<file path="src/mem_settings.svh">
`ifndef MEM_SETTINGS_SVH
`define MEM_SETTINGS_SVH

`default_nettype none

// ==================
// bus widths
// ==================
`define MEM_ADDR_WIDTH 64
`define MEM_DATA_WIDTH 64
`define MEM_STRB_WIDTH (`MEM_DATA_WIDTH / 8)
`define MEM_ID_WIDTH 4

// ==================
// data cache geometry
// ==================
// 16 lines of one 64-bit word each
`define MEM_DCACHE_INDEX_BITS 4
`define MEM_DCACHE_OFFSET_BITS 3

`default_nettype wire

`endif

</file>
<file path="src/mem_pkg.sv">
`default_nettype none

package mem_pkg;

    // funct3 field of RISC-V loads and stores
    typedef enum logic [2:0] {
        f3ls_b  = 3'b000,
        f3ls_h  = 3'b001,
        f3ls_w  = 3'b010,
        f3ls_d  = 3'b011,
        f3ls_bu = 3'b100,
        f3ls_hu = 3'b101,
        f3ls_wu = 3'b110
    } ls_width_e;

    // what the memory stage needs from the decoder
    typedef struct packed {
        logic      is_load;
        logic      is_store;
        ls_width_e funct3;
    } decoded_inst_t;

    // AXI response codes on b and r
    typedef enum logic [1:0] {
        okay   = 2'b00,
        exokay = 2'b01,
        slverr = 2'b10,
        decerr = 2'b11
    } axi_resp_e;

endpackage

`default_nettype wire

</file>
<file path="src/dcache_req_if.sv">
`timescale 1ns/1ns
`include "mem_settings.svh"
`default_nettype none

interface dcache_req_if;

    // stage to cache
    logic                       enable;
    logic                       wrn;
    logic [`MEM_ADDR_WIDTH-1:0] addr;
    logic [`MEM_DATA_WIDTH-1:0] wdata;
    logic [1:0]                 wlen;

    // cache to stage
    logic [`MEM_DATA_WIDTH-1:0] rdata;
    logic                       valid;
    logic                       write_done;

    modport stage (
        output enable, wrn, addr, wdata, wlen,
        input  rdata, valid, write_done
    );

    modport cache (
        input  enable, wrn, addr, wdata, wlen,
        output rdata, valid, write_done
    );

endinterface

`default_nettype wire

</file>
<file path="src/mem_stage.sv">
`timescale 1ns/1ns
`include "mem_settings.svh"
`default_nettype none

module mem_stage (
    input  mem_pkg::decoded_inst_t     inst,
    input  logic [`MEM_ADDR_WIDTH-1:0] ex_data,
    input  logic [`MEM_DATA_WIDTH-1:0] ex_data2,
    input  logic                       is_bubble,
    output logic [`MEM_DATA_WIDTH-1:0] mem_ex_rdata,
    output logic                       dcache_en,
    dcache_req_if.stage                req
);

    logic [`MEM_DCACHE_OFFSET_BITS+2:0] shift_amt;
    logic [`MEM_DATA_WIDTH-1:0]         rdata_shifted;
    logic [`MEM_DATA_WIDTH-1:0]         wdata_trim;

    assign dcache_en = (inst.is_load || inst.is_store) && !is_bubble;

    // ==================
    // request side
    // ==================
    assign req.enable = dcache_en;
    assign req.wrn    = inst.is_store;
    assign req.addr   = ex_data;
    assign req.wdata  = wdata_trim;
    // the cache needs only the size code
    assign req.wlen   = inst.funct3[1:0];

    // operand stays unshifted and the cache places it in the word
    always_comb begin
        case (inst.funct3)
            mem_pkg::f3ls_b: wdata_trim = {56'd0, ex_data2[7:0]};
            mem_pkg::f3ls_h: wdata_trim = {48'd0, ex_data2[15:0]};
            mem_pkg::f3ls_w: wdata_trim = {32'd0, ex_data2[31:0]};
            mem_pkg::f3ls_d: wdata_trim = ex_data2;
            default:         wdata_trim = ex_data2;
        endcase
    end

    // ==================
    // load side
    // ==================
    // byte offset in bits
    assign shift_amt     = {ex_data[`MEM_DCACHE_OFFSET_BITS-1:0], 3'b000};
    assign rdata_shifted = req.rdata >> shift_amt;

    always_comb begin
        case (inst.funct3)
            mem_pkg::f3ls_b:  mem_ex_rdata = {{56{rdata_shifted[7]}}, rdata_shifted[7:0]};
            mem_pkg::f3ls_h:  mem_ex_rdata = {{48{rdata_shifted[15]}}, rdata_shifted[15:0]};
            mem_pkg::f3ls_w:  mem_ex_rdata = {{32{rdata_shifted[31]}}, rdata_shifted[31:0]};
            mem_pkg::f3ls_bu: mem_ex_rdata = {56'd0, rdata_shifted[7:0]};
            mem_pkg::f3ls_hu: mem_ex_rdata = {48'd0, rdata_shifted[15:0]};
            mem_pkg::f3ls_wu: mem_ex_rdata = {32'd0, rdata_shifted[31:0]};
            // double word
            default:          mem_ex_rdata = req.rdata;
        endcase
    end

endmodule

`default_nettype wire

</file>
<file path="src/dcache.sv">
`timescale 1ns/1ns
`include "mem_settings.svh"
`default_nettype none

module dcache (
    input  logic                       clk,
    input  logic                       rst_n,
    dcache_req_if.cache                req,

    output logic [`MEM_ID_WIDTH-1:0]   dcache_m_axi_awid,
    output logic [`MEM_ADDR_WIDTH-1:0] dcache_m_axi_awaddr,
    output logic [7:0]                 dcache_m_axi_awlen,
    output logic [2:0]                 dcache_m_axi_awsize,
    output logic [1:0]                 dcache_m_axi_awburst,
    output logic                       dcache_m_axi_awvalid,
    input  logic                       dcache_m_axi_awready,
    output logic [`MEM_DATA_WIDTH-1:0] dcache_m_axi_wdata,
    output logic [`MEM_STRB_WIDTH-1:0] dcache_m_axi_wstrb,
    output logic                       dcache_m_axi_wlast,
    output logic                       dcache_m_axi_wvalid,
    input  logic                       dcache_m_axi_wready,
    input  logic [`MEM_ID_WIDTH-1:0]   dcache_m_axi_bid,
    input  logic [1:0]                 dcache_m_axi_bresp,
    input  logic                       dcache_m_axi_bvalid,
    output logic                       dcache_m_axi_bready,
    output logic [`MEM_ID_WIDTH-1:0]   dcache_m_axi_arid,
    output logic [`MEM_ADDR_WIDTH-1:0] dcache_m_axi_araddr,
    output logic [7:0]                 dcache_m_axi_arlen,
    output logic [2:0]                 dcache_m_axi_arsize,
    output logic [1:0]                 dcache_m_axi_arburst,
    output logic                       dcache_m_axi_arvalid,
    input  logic                       dcache_m_axi_arready,
    input  logic [`MEM_ID_WIDTH-1:0]   dcache_m_axi_rid,
    input  logic [`MEM_DATA_WIDTH-1:0] dcache_m_axi_rdata,
    input  logic [1:0]                 dcache_m_axi_rresp,
    input  logic                       dcache_m_axi_rlast,
    input  logic                       dcache_m_axi_rvalid,
    output logic                       dcache_m_axi_rready
);

    localparam int INDEX_BITS  = `MEM_DCACHE_INDEX_BITS;
    localparam int OFFSET_BITS = `MEM_DCACHE_OFFSET_BITS;
    localparam int TAG_BITS    = `MEM_ADDR_WIDTH - INDEX_BITS - OFFSET_BITS;
    localparam int LINES       = 1 << INDEX_BITS;

    typedef enum logic [2:0] {
        st_idle,
        st_lookup,
        st_read_addr,
        st_read_data,
        st_write_req,
        st_write_resp,
        st_done
    } state_e;

    state_e state;

    // request as seen when the access started
    logic [`MEM_ADDR_WIDTH-1:0] addr_q;
    logic [`MEM_DATA_WIDTH-1:0] wdata_q;
    logic [1:0]                 wlen_q;
    logic                       wrn_q;

    logic [TAG_BITS-1:0]        tag_mem [LINES];
    logic [`MEM_DATA_WIDTH-1:0] data_mem [LINES];
    logic [LINES-1:0]           line_valid;

    logic [INDEX_BITS-1:0]      index;
    logic [TAG_BITS-1:0]        tag;
    logic                       hit;
    logic [`MEM_DATA_WIDTH-1:0] rdata_q;
    logic                       valid_q;
    logic                       write_done_q;
    logic                       aw_pend;
    logic                       w_pend;
    logic [`MEM_DATA_WIDTH-1:0] wdata_aligned;
    logic [`MEM_STRB_WIDTH-1:0] strb_base;
    logic [`MEM_STRB_WIDTH-1:0] strb;
    mem_pkg::axi_resp_e         rresp;
    mem_pkg::axi_resp_e         bresp;
    logic                       r_fire;
    logic                       b_fire;
    logic                       r_ok;
    logic                       b_ok;

    assign index = addr_q[OFFSET_BITS +: INDEX_BITS];
    assign tag   = addr_q[`MEM_ADDR_WIDTH-1 -: TAG_BITS];
    assign hit   = line_valid[index] && (tag_mem[index] == tag);

    assign rresp  = mem_pkg::axi_resp_e'(dcache_m_axi_rresp);
    assign bresp  = mem_pkg::axi_resp_e'(dcache_m_axi_bresp);
    assign r_ok   = (rresp == mem_pkg::okay) || (rresp == mem_pkg::exokay);
    assign b_ok   = (bresp == mem_pkg::okay) || (bresp == mem_pkg::exokay);
    assign r_fire = dcache_m_axi_rvalid && dcache_m_axi_rready && dcache_m_axi_rlast;
    assign b_fire = dcache_m_axi_bvalid && dcache_m_axi_bready;

    // byte lanes of the store
    always_comb begin
        case (wlen_q)
            2'b00:   strb_base = 8'h01;
            2'b01:   strb_base = 8'h03;
            2'b10:   strb_base = 8'h0f;
            default: strb_base = 8'hff;
        endcase
    end

    assign strb          = strb_base << addr_q[OFFSET_BITS-1:0];
    assign wdata_aligned = wdata_q << {addr_q[OFFSET_BITS-1:0], 3'b000};

    // ==================
    // control FSM
    // ==================
    always_ff @(posedge clk or negedge rst_n) begin
        if (!rst_n) begin
            state        <= st_idle;
            aw_pend      <= 1'b0;
            w_pend       <= 1'b0;
            valid_q      <= 1'b0;
            write_done_q <= 1'b0;
        end else begin
            valid_q      <= 1'b0;
            write_done_q <= 1'b0;
            case (state)
                st_idle: begin
                    if (req.enable) begin
                        state <= st_lookup;
                    end
                end
                st_lookup: begin
                    if (wrn_q) begin
                        state   <= st_write_req;
                        aw_pend <= 1'b1;
                        w_pend  <= 1'b1;
                    end else if (hit) begin
                        state <= st_done;
                    end else begin
                        state <= st_read_addr;
                    end
                end
                st_read_addr: begin
                    if (dcache_m_axi_arready) begin
                        state <= st_read_data;
                    end
                end
                st_read_data: begin
                    if (r_fire) begin
                        state   <= st_done;
                        valid_q <= 1'b1;
                    end
                end
                st_write_req: begin
                    // aw and w may be taken in different cycles
                    if (dcache_m_axi_awready) begin
                        aw_pend <= 1'b0;
                    end
                    if (dcache_m_axi_wready) begin
                        w_pend <= 1'b0;
                    end
                    if ((!aw_pend || dcache_m_axi_awready) && (!w_pend || dcache_m_axi_wready)) begin
                        state <= st_write_resp;
                    end
                end
                st_write_resp: begin
                    if (b_fire) begin
                        state        <= st_done;
                        write_done_q <= 1'b1;
                    end
                end
                default: state <= st_idle;
            endcase
        end
    end

    // tags only become valid through a clean fill
    always_ff @(posedge clk or negedge rst_n) begin
        if (!rst_n) begin
            line_valid <= '0;
        end else if (r_fire && r_ok) begin
            line_valid[index] <= 1'b1;
        end
    end

    // ==================
    // payload and arrays
    // ==================
    always_ff @(posedge clk) begin
        if (state == st_idle && req.enable) begin
            addr_q  <= req.addr;
            wdata_q <= req.wdata;
            wlen_q  <= req.wlen;
            wrn_q   <= req.wrn;
        end
        if (r_fire) begin
            rdata_q <= dcache_m_axi_rdata;
        end
        if (r_fire && r_ok) begin
            tag_mem[index]  <= tag;
            data_mem[index] <= dcache_m_axi_rdata;
        end
        // write-through hit updates the cached copy
        if (b_fire && b_ok && hit) begin
            for (int i = 0; i < `MEM_STRB_WIDTH; i++) begin
                if (strb[i]) begin
                    data_mem[index][8*i +: 8] <= wdata_aligned[8*i +: 8];
                end
            end
        end
    end

    assign req.rdata      = (state == st_lookup) ? data_mem[index] : rdata_q;
    assign req.valid      = valid_q || (state == st_lookup && !wrn_q && hit);
    assign req.write_done = write_done_q;

    // ==================
    // AXI master
    // ==================
    // Single beat of 8 bytes, fixed id
    assign dcache_m_axi_awid    = '0;
    assign dcache_m_axi_awaddr  = {addr_q[`MEM_ADDR_WIDTH-1:OFFSET_BITS], {OFFSET_BITS{1'b0}}};
    assign dcache_m_axi_awlen   = 8'd0;
    assign dcache_m_axi_awsize  = 3'd3;
    assign dcache_m_axi_awburst = 2'b01;
    assign dcache_m_axi_awvalid = aw_pend;
    assign dcache_m_axi_wdata   = wdata_aligned;
    assign dcache_m_axi_wstrb   = strb;
    assign dcache_m_axi_wlast   = 1'b1;
    assign dcache_m_axi_wvalid  = w_pend;
    assign dcache_m_axi_bready  = (state == st_write_resp);
    assign dcache_m_axi_arid    = '0;
    assign dcache_m_axi_araddr  = {addr_q[`MEM_ADDR_WIDTH-1:OFFSET_BITS], {OFFSET_BITS{1'b0}}};
    assign dcache_m_axi_arlen   = 8'd0;
    assign dcache_m_axi_arsize  = 3'd3;
    assign dcache_m_axi_arburst = 2'b01;
    assign dcache_m_axi_arvalid = (state == st_read_addr);
    assign dcache_m_axi_rready  = (state == st_read_data);

endmodule

`default_nettype wire

</file>
<file path="src/mem_subsystem_top.sv">
`timescale 1ns/1ns
`include "mem_settings.svh"
`default_nettype none

module mem_subsystem_top (
    input  logic                       clk,
    input  logic                       rst_n,

    // pipeline side
    input  mem_pkg::decoded_inst_t     inst,
    input  logic [`MEM_ADDR_WIDTH-1:0] ex_data,
    input  logic [`MEM_DATA_WIDTH-1:0] ex_data2,
    input  logic                       is_bubble,
    output logic [`MEM_DATA_WIDTH-1:0] mem_ex_rdata,
    output logic                       dcache_en,
    output logic                       dcache_valid,
    output logic                       write_done,

    // AXI master
    output logic [`MEM_ID_WIDTH-1:0]   dcache_m_axi_awid,
    output logic [`MEM_ADDR_WIDTH-1:0] dcache_m_axi_awaddr,
    output logic [7:0]                 dcache_m_axi_awlen,
    output logic [2:0]                 dcache_m_axi_awsize,
    output logic [1:0]                 dcache_m_axi_awburst,
    output logic                       dcache_m_axi_awvalid,
    input  logic                       dcache_m_axi_awready,
    output logic [`MEM_DATA_WIDTH-1:0] dcache_m_axi_wdata,
    output logic [`MEM_STRB_WIDTH-1:0] dcache_m_axi_wstrb,
    output logic                       dcache_m_axi_wlast,
    output logic                       dcache_m_axi_wvalid,
    input  logic                       dcache_m_axi_wready,
    input  logic [`MEM_ID_WIDTH-1:0]   dcache_m_axi_bid,
    input  logic [1:0]                 dcache_m_axi_bresp,
    input  logic                       dcache_m_axi_bvalid,
    output logic                       dcache_m_axi_bready,
    output logic [`MEM_ID_WIDTH-1:0]   dcache_m_axi_arid,
    output logic [`MEM_ADDR_WIDTH-1:0] dcache_m_axi_araddr,
    output logic [7:0]                 dcache_m_axi_arlen,
    output logic [2:0]                 dcache_m_axi_arsize,
    output logic [1:0]                 dcache_m_axi_arburst,
    output logic                       dcache_m_axi_arvalid,
    input  logic                       dcache_m_axi_arready,
    input  logic [`MEM_ID_WIDTH-1:0]   dcache_m_axi_rid,
    input  logic [`MEM_DATA_WIDTH-1:0] dcache_m_axi_rdata,
    input  logic [1:0]                 dcache_m_axi_rresp,
    input  logic                       dcache_m_axi_rlast,
    input  logic                       dcache_m_axi_rvalid,
    output logic                       dcache_m_axi_rready
);

    dcache_req_if req ();

    mem_stage stage (
        .req(req),
        .*
    );

    dcache dcache (
        .req(req),
        .*
    );

    // completion strobes for the pipeline
    assign dcache_valid = req.valid;
    assign write_done   = req.write_done;

endmodule

`default_nettype wire

</file>
<file path="config.mk">
export PLATFORM = sky130hd
export DESIGN_NAME = mem_subsystem_top
export DESIGN_NICKNAME = d
export VERILOG_FILES = /design/src/mem_pkg.sv /design/src/dcache_req_if.sv /design/src/mem_stage.sv /design/src/dcache.sv /design/src/mem_subsystem_top.sv
export VERILOG_INCLUDE_DIRS = /design/src /design/src/src
export SDC_FILE = /design/constraint.sdc
export NUM_CORES = 2
export LEC_CHECK = 0
export BUFFER_PORTS_ARGS = -buffer_cell sky130_fd_sc_hd__buf_2
export CELL_PAD_IN_SITES_DETAIL_PLACEMENT = 0
export CELL_PAD_IN_SITES_GLOBAL_PLACEMENT = 1
export CORE_MARGIN = 3
export CORE_UTILIZATION = 35
export CTS_BUF_LIST = sky130_fd_sc_hd__clkbuf_8
export DETAILED_ROUTE_END_ITERATION = 7
export GPL_ROUTABILITY_DRIVEN = 0
export HOLD_SLACK_MARGIN = 0.08
export PLACE_DENSITY_LB_ADDON = 0.1
export SYNTH_ARGS = -nofsm -noshare
export SYNTH_HDL_FRONTEND = slang
export SYNTH_HIERARCHICAL = 1
export SYNTH_SLANG_ARGS = --single-unit
</file>
<file path="constraint.sdc">
create_clock -name clk -period 6.3 [get_ports clk]
set_input_delay 0.945 -clock clk [delete_from_list [all_inputs] [get_ports clk]]
set_output_delay 0.945 -clock clk [all_outputs]
set_load 0.05 [all_outputs]
</file>
==> results_dict.tcl <==
set metrics [dict create \
    final_cell_mix "edfxtp_1, mux4_2, buf_2" \
    critical_path_class "flip-flop to output port" \
    detail-route-antenna-nets 0 \
    clockBufferDepth 4 \
    syn_to_final_growth_pct 15.9 \
    period_minus_slack_ns 6.14 \
    ff_latch_area_um2 64700 \
    worst_pin_slew_ns 1.38 \
    dp_hpwl_um 200000 \
    grt_util_all_layers_pct 22.2 \
    yosysUniqueCellTypes 89 \
    grt_pass1_wl_um 412000 \
    synth_area_um2 90900 \
    required_ns 5.35 \
    ios 525 \
    clock-sinks 2158 \
    synthArstFlopShare_pct 1.07 \
    slew_headroom_pct 7.14 \
    fin_nets 5766 \
    final_cells 9229 \
    pwr_density_cell_nw_per_um2 356 \
    synth.top_cells.by_area "edfxtp_1, mux4_2, mux2i_1" \
    p_sw_share_pct 31.6 \
    drt-initial-drc-count 4135 \
    io_buffers 473 \
    grt_pass1_vias 50600 \
    vias_per_cell 5.32 \
    drv_slew 0 \
    dp_cells 8466 \
    clock-root-buffer "clkbuf_8" \
    detail_route.wl_per_cell_um 32.5 \
    die-area_um2 266000 \
    drt_pass1_iterations 5 \
    finalCritPeriodShare_pct 97.4 \
    drc 0 \
    cp_max_fo 32 \
    status "complete, no violations" \
    grt_max_degree 77 \
    die_w_um 516 \
    p_int_uw 25600 \
    post-place-ws_ns 0.591 \
    comb_power_share_pct 23.7 \
    numCtsBuffers 387 \
    finalWirelength_um 300000 \
    tns_ns 0 \
    syn_inst 4738 \
    hold_path_class "primary input to flip-flop" \
    drv_cap 0 \
    p_switching_uw 11800 \
    yosysTopAreaCell "edfxtp_1" \
    synth_top_area_share_pct 70.4 \
    path_clk_slew_ns 0.06 \
    seq_area_frac_synth_pct 71.1 \
    startpoint_type "flip-flop" \
    setup_viol 0 \
    antenna_found_initial 36 \
    start_util_pct 35.3 \
    power_leakage_uw 0.0361 \
    multi_input_area_um2 23100 \
    synth-seq-cells 2158 \
    clk_latency_ns 0.99 \
    fin_hold_ws_ns 0.177 \
    overflow 0 \
    clkPwrFrac_pct 32.2 \
    fp.dieH_um 516 \
    num_vias 49100 \
    cts_tree "done" \
    finalHoldViolCount 0 \
    synth.avg_cell_area_um2 19.2 \
    ys_warn_count 6 \
    final_common_cell "edfxtp_1" \
    rows 186 \
    fin_ws_ns 0.165 \
    htree_num_levels 5 \
    peakVddDrop_mv 0.206 \
    synth-edff-count 2131 \
    max_freq_mhz 163 \
    fillers 23400 \
    rsz0062_at_grt "no" \
    layout-drive-gt1-share_pct 35.7 \
    core_area_um2 258000 \
    critPathCaptureType "output port" \
    crit_arrival_ns 5.19 \
    power.share.sequential_pct 44.1 \
    synth_ff_type "edfxtp_1" \
    clock_skew_ns 0.0697 \
]
## area by class of cell
type / count / area share, %
antenna: 12 / 0.0285
clock buffer: 400 / 5.23
clock inverter: 274 / 1.38
inverter: 25 / 0.0938
multi-input combinational: 2079 / 21.9
sequential: 2158 / 61.4
tap: 3384 / 4.02
timing repair buffer: 897 / 5.96
## worst paths after layout
kind                       cells after the start                                endpoint  slack [ns]                              from
min in group asynchronous                      2  dcache/dcache_m_axi_wvalid$_DFFE_PN0P_        0.54                             rst_n
min reg2reg                                    1        dcache/line_valid[8]$_DFFE_PN0P_        0.47  dcache/line_valid[8]$_DFFE_PN0P_
min                                            1            dcache/rdata_q[58]$_DFFE_PP_        0.18            dcache_m_axi_rdata[58]
max in group asynchronous                      2             dcache/state[0]$_DFFE_PN0P_        5.31                             rst_n
max                                           12                        mem_ex_rdata[63]        0.16                         flip-flop
max reg2reg                                   13         dcache/data_mem[2][0]$_DFFE_PP_        0.78                         flip-flop
## per-layer routing
| layer | vias to the layer above | part of all wire (%) | global-route usage, % |
|---|---|---|---|
| met1 | 26400 | 42 | 29.8 |
| met4 | 2 | 3.2 | 6.70 |
| met5 | - | 0.0033 | 0 |
| met2 | 1577 | 50 | 37.6 |
| met3 | 458 | 4.8 | 2.95 |
| li1 | 20700 | - | - |
## power groups by stage
stage / sequential (µW) / clock [µW] / combinational [µW]
CTS: 16500 / 12500 / 8950
global placement: 16900 / 0 / 8750
global route: 16600 / 13100 / 9270
detailed placement: 16900 / 0 / 8750
finish: 16500 / 12100 / 8870
floorplan: 16700 / 0 / 5720
## Yosys cell counts, types with 9 or more instances
cell      number
a21o_1        36
a21oi_1      166
a221oi_1      16
a22o_1        10
a22oi_1       43
a31oi_1        9
and2_1        22
and3_1        10
buf_1         44
buf_2         31
buf_4        272
buf_6         33
clkbuf_1     123
dfrtp_1       23
edfxtp_1    2131
inv_1         21
mux2_2       163
mux2_4        17
mux2i_1      254
mux4_2       506
nand2_1      106
nand2b_1      16
nand3_1       34
nand4_1       17
nor2_1       141
nor2b_1       87
nor3_1        18
o211ai_1      14
o21ai_0       87
o21ba_1       12
o21ba_2       20
o22ai_1       25
or2_2         24
xnor2_1       37
xor2_1        14
## logic make-up after synthesis
group | synth area share, %
AO/OA/AOI/OAI | 3.78
XOR/XNOR | 0.491
flip-flops | 71.1
buffers and inverters | 3.84
other | 0.00826
AND/OR/NAND/NOR | 3.04
multiplexers | 17.7
## through the flow
| step | utilization, % | total power [µW] | instance area [µm²] |
|---|---|---|---|
| floorplan | - | 22400 | 91100 |
| global placement | 37.9 | 25600 | 97500 |
| detailed placement | 37.9 | 25600 | 97500 |
| CTS | 40.9 | 38000 | 105000 |
| global route | 40.9 | 38900 | 105000 |
| finish | 40.9 | 37500 | 105000 |
## flip-flops by register name (all words and copies together), names as in the netlist, named ones only
register	cells
dcache/data_mem	1024
dcache/req.write_done	1
dcache/valid_q	1
dcache/line_valid	16
dcache/dcache_m_axi_wvalid	1
dcache/wdata_q	64
dcache/dcache_m_axi_awvalid	1
dcache/rdata_q	64
dcache/wrn_q	1
dcache/wlen_q	2
dcache/tag_mem	912
dcache/state	3
dcache/addr_q	64
## timing repair
action,in CTS,in global routing
gates cloned,0,1
hold buffers,63,0
buffers inserted,13,0
hold endpoints to repair,85,0
gates resized for setup,3,3
endpoints found under the setup margin,48,3
## worst max-delay path, stage by stage (launching register included)
cell and delay [ns]:
dfxtp_4 0.55, buf_12 0.18, buf_16 0.24, mux4_2 0.57, mux4_2 0.60, mux2_2 0.43, mux2i_1 0.18, mux4_2 0.31
o32a_2 0.28, o31ai_4 0.09, buf_4 0.25, a21o_1 0.22, buf_2 0.22
Power figures use the tool's default switching activity.
